`src/fir_types_pkg.sv`:
```
// sample width and vector type for the FIR data path
// filter length, unique coefficient count and pipeline latency

package fir_types_pkg;

	// ************************************************************************
	// data widths
	// ************************************************************************

	// samples, pair sums, products and tree nodes all share one width
	localparam int SAMPLE_W = 18;

	// signed by meaning, arithmetic wraps mod 2^SAMPLE_W
	typedef logic [SAMPLE_W-1:0] sample_t;

	// ************************************************************************
	// filter geometry
	// ************************************************************************

	localparam int N_TAPS = 22;

	// symmetric filter, one coefficient per tap pair
	localparam int N_UNIQ = (N_TAPS + 1) / 2;

	// levels of the registered adder tree
	localparam int TREE_DEPTH = $clog2(N_UNIQ);

	// ************************************************************************
	// pipeline latency, counted in enabled edges
	// ************************************************************************

	// input shift register
	localparam int TAP_LINE_LAT = 1;

	// pre-add register plus multiply register
	localparam int PREADD_MULT_LAT = 2;

	// i_in sampled to matching o_out
	localparam int LATENCY = TAP_LINE_LAT + PREADD_MULT_LAT + TREE_DEPTH;

endpackage

```
`src/fir_coeff_pkg.sv`:
```
// coefficient vector type
// constant table of the unique coefficients of the symmetric filter

package fir_coeff_pkg;

	localparam int COEFF_W = 18;

	typedef logic [COEFF_W-1:0] coeff_t;

	// ************************************************************************
	// coefficient table
	// ************************************************************************

	// index k weights the pair of taps k and N_TAPS-1-k
	// negative values are stored in two's complement
	localparam coeff_t COEFFS [fir_types_pkg::N_UNIQ] = '{
		18'd88,
		18'd0,
		-18'd97,
		-18'd197,
		-18'd294,
		-18'd380,
		-18'd447,
		-18'd490,
		-18'd504,
		-18'd481,
		-18'd420
	};

endpackage

```
`src/fir_tap_line.sv`:
```
// input shift register holding the most recent DEPTH samples
// tap 0 is the newest sample

`timescale 1ns/100ps

module fir_tap_line #(
	parameter int DEPTH = 22
) (
	input  logic                              clk,
	input  logic                              reset,
	input  logic                              i_clk_ena,
	input  fir_types_pkg::sample_t            i_sample,
	output fir_types_pkg::sample_t [DEPTH-1:0] o_taps
);

	// shift on every enabled edge, the valid flag plays no part here
	always_ff @(posedge clk or posedge reset) begin
		if (reset) begin
			o_taps <= '0;
		end else if (i_clk_ena) begin
			o_taps <= {o_taps[DEPTH-2:0], i_sample};
		end
	end

	// ************************************************************************
	// checks
	// ************************************************************************

	// the whole history freezes while the enable is low
	a_taps_hold: assert property (
		@(posedge clk) disable iff (reset)
		!i_clk_ena |=> $stable(o_taps)
	) else $error("tap line changed on an edge with clk_ena low");

endmodule

```
`src/fir_preadd_mult.sv`:
```
// symmetric pre-adders, one register stage
// coefficient multipliers, one register stage, product kept to SAMPLE_W bits

`timescale 1ns/100ps

module fir_preadd_mult #(
	parameter int N_TAPS = 22
) (
	input  logic                                              clk,
	input  logic                                              i_clk_ena,
	input  fir_types_pkg::sample_t [N_TAPS-1:0]               i_taps,
	output fir_types_pkg::sample_t [(N_TAPS + 1) / 2 - 1:0] o_products
);

	import fir_types_pkg::*;
	import fir_coeff_pkg::*;

	// one lane per tap pair, plus the middle tap alone when N_TAPS is odd
	localparam int N_PAIRS = N_TAPS / 2;
	localparam int N_LANES = (N_TAPS + 1) / 2;

	sample_t [N_LANES-1:0] pair_sum_q;
	sample_t [N_LANES-1:0] pair_sum_d;

	// the coefficient table must cover every lane
	if (N_LANES > $size(COEFFS)) begin : g_coeff_check
		$error("fir_preadd_mult: %0d lanes but only %0d coefficients",
			N_LANES, $size(COEFFS));
	end

	// ************************************************************************
	// pre-add
	// ************************************************************************

	for (genvar k = 0; k < N_PAIRS; k++) begin : g_pair
		// outer taps meet first, k and its mirror
		assign pair_sum_d[k] = i_taps[k] + i_taps[N_TAPS-1-k];
	end

	if (N_TAPS % 2 == 1) begin : g_middle
		// centre tap has no partner
		assign pair_sum_d[N_LANES-1] = i_taps[N_PAIRS];
	end

	always_ff @(posedge clk) begin
		if (i_clk_ena) begin
			pair_sum_q <= pair_sum_d;
		end
	end

	// ************************************************************************
	// multiply
	// ************************************************************************

	// low bits of the product are the same for signed and unsigned operands
	always_ff @(posedge clk) begin
		if (i_clk_ena) begin
			for (int k = 0; k < N_LANES; k++) begin
				o_products[k] <= pair_sum_q[k] * COEFFS[k];
			end
		end
	end

endmodule

```
`src/fir_adder_tree.sv`:
```
// registered binary adder tree reducing N_INPUTS lanes to one sum
// odd lanes pass a level through a bye register to stay aligned

`timescale 1ns/100ps

module fir_adder_tree #(
	parameter int N_INPUTS = 11
) (
	input  logic                                 clk,
	input  logic                                 i_clk_ena,
	input  fir_types_pkg::sample_t [N_INPUTS-1:0] i_lanes,
	output fir_types_pkg::sample_t               o_sum
);

	import fir_types_pkg::*;

	// one register level per halving of the lane count
	localparam int DEPTH = $clog2(N_INPUTS);

	// lanes entering a given level
	function automatic int lanes_at(input int level);
		int n;
		n = N_INPUTS;
		for (int i = 0; i < level; i++) begin
			n = (n + 1) / 2;
		end
		return n;
	endfunction

	if (N_INPUTS < 2) begin : g_size_check
		$error("fir_adder_tree: needs at least two lanes, got %0d", N_INPUTS);
	end

	// ************************************************************************
	// tree levels
	// ************************************************************************

	for (genvar l = 0; l < DEPTH; l++) begin : g_level
		localparam int N_IN  = lanes_at(l);
		localparam int N_OUT = lanes_at(l + 1);

		sample_t [N_IN-1:0]  lane_in;
		sample_t [N_OUT-1:0] lane_q;

		if (l == 0) begin : g_first
			assign lane_in = i_lanes;
		end else begin : g_next
			assign lane_in = g_level[l-1].lane_q;
		end

		always_ff @(posedge clk) begin
			if (i_clk_ena) begin
				// adjacent pairs
				for (int p = 0; p < N_IN / 2; p++) begin
					lane_q[p] <= lane_in[2*p] + lane_in[2*p+1];
				end
				// bye register for the odd lane out
				if (N_IN % 2 == 1) begin
					lane_q[N_OUT-1] <= lane_in[N_IN-1];
				end
			end
		end
	end

	// last level holds a single lane
	assign o_sum = g_level[DEPTH-1].lane_q[0];

endmodule

```
`src/fir_valid_delay.sv`:
```
// valid flag delay line, matched to the data path latency

`timescale 1ns/100ps

module fir_valid_delay #(
	parameter int DEPTH = 7
) (
	input  logic clk,
	input  logic reset,
	input  logic i_clk_ena,
	input  logic i_valid,
	output logic o_valid
);

	// bit 0 is the flag sampled on the latest enabled edge
	logic [DEPTH-1:0] valid_q;

	always_ff @(posedge clk or posedge reset) begin
		if (reset) begin
			valid_q <= '0;
		end else if (i_clk_ena) begin
			valid_q <= {valid_q[DEPTH-2:0], i_valid};
		end
	end

	assign o_valid = valid_q[DEPTH-1];

	// an X on the input must not reach the output flag
	a_valid_known: assert property (
		@(posedge clk) disable iff (reset)
		!$isunknown(o_valid)
	) else $error("o_valid is unknown after reset");

endmodule

```
`src/fir_top.sv`:
```
// 22-tap symmetric FIR filter, top level
// tap line, pre-add and multiply, adder tree and valid delay

`timescale 1ns/100ps

module fir_top (
	input  logic                   clk,
	input  logic                   reset,
	input  logic                   i_clk_ena,
	input  logic                   i_valid,
	input  fir_types_pkg::sample_t i_in,
	output logic                   o_valid,
	output fir_types_pkg::sample_t o_out
);

	import fir_types_pkg::*;

	sample_t [N_TAPS-1:0] taps;
	sample_t [N_UNIQ-1:0] products;

	// ************************************************************************
	// data path
	// ************************************************************************

	fir_tap_line #(
		.DEPTH     (N_TAPS)
	) fir_tap_line_i (
		.clk       (clk),
		.reset     (reset),
		.i_clk_ena (i_clk_ena),
		.i_sample  (i_in),
		.o_taps    (taps)
	);

	fir_preadd_mult #(
		.N_TAPS     (N_TAPS)
	) fir_preadd_mult_i (
		.clk        (clk),
		.i_clk_ena  (i_clk_ena),
		.i_taps     (taps),
		.o_products (products)
	);

	fir_adder_tree #(
		.N_INPUTS  (N_UNIQ)
	) fir_adder_tree_i (
		.clk       (clk),
		.i_clk_ena (i_clk_ena),
		.i_lanes   (products),
		.o_sum     (o_out)
	);

	// ************************************************************************
	// valid flag, delayed by the full data path latency
	// ************************************************************************

	fir_valid_delay #(
		.DEPTH     (LATENCY)
	) fir_valid_delay_i (
		.clk       (clk),
		.reset     (reset),
		.i_clk_ena (i_clk_ena),
		.i_valid   (i_valid),
		.o_valid   (o_valid)
	);

endmodule

```
`config.mk`:
```
export PLATFORM = sky130hd
export DESIGN_NAME = fir_top
export DESIGN_NICKNAME = d
export VERILOG_FILES = /design/src/fir_types_pkg.sv /design/src/fir_coeff_pkg.sv /design/src/fir_tap_line.sv /design/src/fir_preadd_mult.sv /design/src/fir_adder_tree.sv /design/src/fir_valid_delay.sv /design/src/fir_top.sv
export SDC_FILE = /design/constraint.sdc
export NUM_CORES = 2
export LEC_CHECK = 0
export BUFFER_PORTS_ARGS = -buffer_cell sky130_fd_sc_hd__buf_2
export CORE_UTILIZATION = 49
export DETAILED_ROUTE_END_ITERATION = 10
export SLEW_MARGIN = 20
export SYNTH_ARGS = -nofsm -noshare
export SYNTH_HDL_FRONTEND = slang
export SYNTH_HIERARCHICAL = 1
export SYNTH_SLANG_ARGS = --single-unit
```
`constraint.sdc`:
```
create_clock -name clk -period 14.2 [get_ports clk]
set_clock_uncertainty 0.15 [all_clocks]
set_input_delay 0.71 -clock clk [delete_from_list [all_inputs] [get_ports clk]]
set_output_delay 0.71 -clock clk [all_outputs]
set_load 0.05 [all_outputs]
```
After elaboration in Yosys (flattened, before gate mapping)
Cells that the tools add are included.
{"block": "totals", "register_bits": 962, "input_bits": 22, "out_inout_bits": 19}
{"block": "classes", "addsub": 19, "mul": 10}
{"cell": "$add 18x18->18", "n": 19}
{"cell": "$mul 18x10->18 const B", "n": 2}
{"cell": "$mul 18x16->16 const B", "n": 2}
{"cell": "$mul 18x17->17 const B", "n": 2}
{"cell": "$mul 18x15->15 const B", "n": 1}
{"cell": "$mul 18x4->15 const B", "n": 1}
{"cell": "$mul 18x8->18 const B", "n": 1}
{"cell": "$mul 18x9->18 const B", "n": 1}

Logic depth before layout (Yosys ltp)
{"block": "logic_depth", "ltp_word": 1, "ltp_mapped": 19, "mapped_depth_nobuf": 19}

Hierarchy
Netlist, hierarchy kept.
{"mod": "fir_preadd_mult", "n_inst": 1, "cells_per_inst": 3377, "area_per_inst_um2": 36837.8}
{"mod": "fir_tap_line", "n_inst": 1, "cells_per_inst": 837, "area_per_inst_um2": 14836.7}
{"mod": "fir_adder_tree", "n_inst": 1, "cells_per_inst": 1369, "area_per_inst_um2": 14711.6}
{"mod": "fir_valid_delay", "n_inst": 1, "cells_per_inst": 16, "area_per_inst_um2": 295.3}

Worst setup path after synthesis
No wires, ideal clock.
{"block": "synth_timing", "path_kind": "reg2reg", "startpoint": "register fir_preadd_mult_i/pair_sum_q[130] in the netlist's numbering", "endpoint": "register fir_preadd_mult_i/o_products[143] in the netlist's numbering (data pin)", "setup_ns": 0.260, "arrival_time_ns": 4.436, "t_required_ns": 13.790, "setup_slack_ns": 9.354, "path_stages_with_launch": 18, "n_path_buf": 0, "period_less_slack_ns": 4.846, "path_cell_list": "edfxtp_1 fa_1 inv_1 fa_1 inv_1 ha_1 inv_1 fa_1 fa_1 fa_1 inv_1 ha_1 a21oi_1 nor2_1 nor2_1 nor2b_1 a311o_1 xnor2_1"}
{"block": "synth_via", "elab_chain_len": 1}
{"item": "start: declaration", "line_no": "fir_preadd_mult.sv:22", "text": "sample_t [N_LANES-1:0] pair_sum_q;"}
{"item": "start signal: assignment", "line_no": "fir_preadd_mult.sv:47", "text": "pair_sum_q <= pair_sum_d;"}
{"item": "$mul 18x17->17", "line_no": "fir_preadd_mult.sv:59", "text": "o_products[k] <= pair_sum_q[k] * COEFFS[k];"}
{"item": "end signal: indexed assignment", "line_no": "fir_preadd_mult.sv:59"}
{"item": "end: declaration", "line_no": "fir_preadd_mult.sv:12", "text": "output fir_types_pkg::sample_t [(N_TAPS + 1) / 2 - 1:0] o_products"}
Every way passes these cells.
A chain may end at the register's enable or synchronous reset.

Worst setup path in the final report
Same ends and word-level chain as after synthesis.

==> results.sh <==
export IMPL_vias=39500
export IMPL_grt_usage_pct=19.5
export IMPL_io_buffers=40
export IMPL_diodes=0
export IMPL_postCtsSetupBuffers=0
export IMPL_rows=134
export IMPL_worst_slack_ns=9.11
export IMPL_slew_headroom_pct=30.3
export IMPL_drt_wl_total_um=131000
export IMPL_place_congestion=0.866
export IMPL_wl_per_cell_um=17.4
export IMPL_area_delta_synth_final_pct=8.57
export IMPL_root_buffer="clkbuf_16"
export IMPL_hold_violations=0
export IMPL_drt_iter0_drc=2180
export IMPL_tightest_slew_ns=1.04
export IMPL_cts_tree="done"
export IMPL_grt_first_pass_wirelength_um=213000
export IMPL_status="completed"
export IMPL_syn_area_sq_um=66500
export IMPL_finalSetupViolCount=0
export IMPL_antenna_found_initial=4
export IMPL_die_area_sq_um=137000
export IMPL_cts_clk_slew_worst_paths_ns=0.06
export IMPL_die_width_um=370
export IMPL_slew_viol_final=0
export IMPL_die_height_um=370
export IMPL_clock_latency_ns=0.73
export IMPL_final_common_cell="inv_1"
export IMPL_maxCapViolations=0
export IMPL_layout_common_cells="835 x inv_1, 825 x ha_1, 552 x edfxtp_1"
export IMPL_grt_start_max_net_pins=189
export IMPL_grt_pass1_vias=39500
export IMPL_htreeDepth=3
export IMPL_synth_area_per_cell_sq_um=11.9
export IMPL_crit_type="flip-flop to flip-flop"
export IMPL_route_detailed_drc=0
export IMPL_arrival_ns=5.39
export IMPL_cp_required_ns=14.51
export IMPL_via_per_inst=5.24
export IMPL_fin_crit_ns=5.09
export IMPL_timing_fmax_mhz=197
export IMPL_min_path_type="input pin to flip-flop"
export IMPL_critPathMaxFanout=6
export IMPL_clock_sinks=949
export IMPL_tns_ns=0
export IMPL_cts_made_buffers=105
export IMPL_gr_total_overflow=0
export IMPL_cts_buffer_depth=3
export IMPL_final_nets=6903
export IMPL_rsz0062_at_grt="false"
export IMPL_critPathCaptureType="flip-flop"
export IMPL_worst_r2r_setup_slack_ns=9.11
export IMPL_start_util_pct=49.6
export IMPL_post_dp_hpwl_um=103000
export IMPL_ys_warn_count=6
export IMPL_worst_hold_slack_ns=0.0715
export IMPL_dp_slack_ns=9.13
export IMPL_start_kind="flip-flop"
export IMPL_drtPass1Iterations=5
export IMPL_num_io_pins=41
export IMPL_final_antenna_net_count=0
export IMPL_synth_cells=5587
export IMPL_core_sq_um=134000
export IMPL_drive_gt1_share_pct=11.4
export IMPL_fin_crit_sh_pct=35.8
final cells by class:
| class | count | area, sq um |
|---|---|---|
| inverters | 836 | 3150 |
| fillers | 11500 | 61800 |
| clock buffers | 147 | 2980 |
| repair buffers | 70 | 542 |
| multi-input cells | 3729 | 36100 |
| flip-flops and latches | 949 | 26500 |
| well taps | 1768 | 2210 |
| clock inverters | 52 | 656 |
worst max-delay path: stages, from the launching register on:
cell and delay, ns:
edfxtp_1 0.52, fa_1 0.61, inv_1 0.08, fa_1 0.50, inv_1 0.04, ha_1 0.27, inv_1 0.04, fa_1 0.49
fa_1 0.43, fa_1 0.49, inv_1 0.04, ha_1 0.33, a21oi_1 0.15, nor2_1 0.05, nor2_1 0.13, nor2b_1 0.06
a311o_1 0.32, xnor2_1 0.12
repair_timing:
item,in CTS,in global routing
hold buffers,15,0
gates resized for setup,0,0
endpoints found under the hold margin,21,0
stage by stage:
step	utilization, %	area (sq um)	instances
after floorplan	-	66600	5616
after global placement	51.0	68300	7335
after detailed placement	51.0	68300	7335
after CTS	53.8	72100	7549
after global routing	53.9	72200	7551
final	53.9	72200	7551
registers in the layout, indices dropped and copies added, names as in the netlist:
name                             cells
fir_tap_line_i/o_taps              390
fir_preadd_mult_i/o_products       168
fir_adder_tree_i/o_sum              18
fir_preadd_mult_i/pair_sum_q       168
fir_valid_delay_i/valid_q            7
fir_adder_tree_i/g_level.lane_q    198
routing by layer:
metal | part of all wire, % | GRT usage, % | up-vias
met5 | 0 | 0 | -
met4 | 2.1 | 5.24 | 0
met3 | 3.7 | 2.33 | 162
met2 | 43 | 29.3 | 576
met1 | 51 | 29.7 | 19200
li1 | - | - | 19600
final timing paths:
path                                                   start                                      end  depth (start not counted)
min in group asynchronous                              reset             fir_valid_delay_i/valid_q[0]                          3
max reg2reg                fir_preadd_mult_i/pair_sum_q[130]        fir_preadd_mult_i/o_products[143]                         17
min reg2reg                fir_preadd_mult_i/o_products[190]  fir_adder_tree_i/g_level[0].lane_q[100]                          0
max                        fir_preadd_mult_i/pair_sum_q[130]        fir_preadd_mult_i/o_products[143]                         17
max in group asynchronous                              reset               fir_tap_line_i/o_taps[361]                          6
min                                                  i_in[8]                 fir_tap_line_i/o_taps[8]                          2
Power is not shown: default switching activity piles up to over one toggle a cycle in this logic, so the estimate is an artifact.
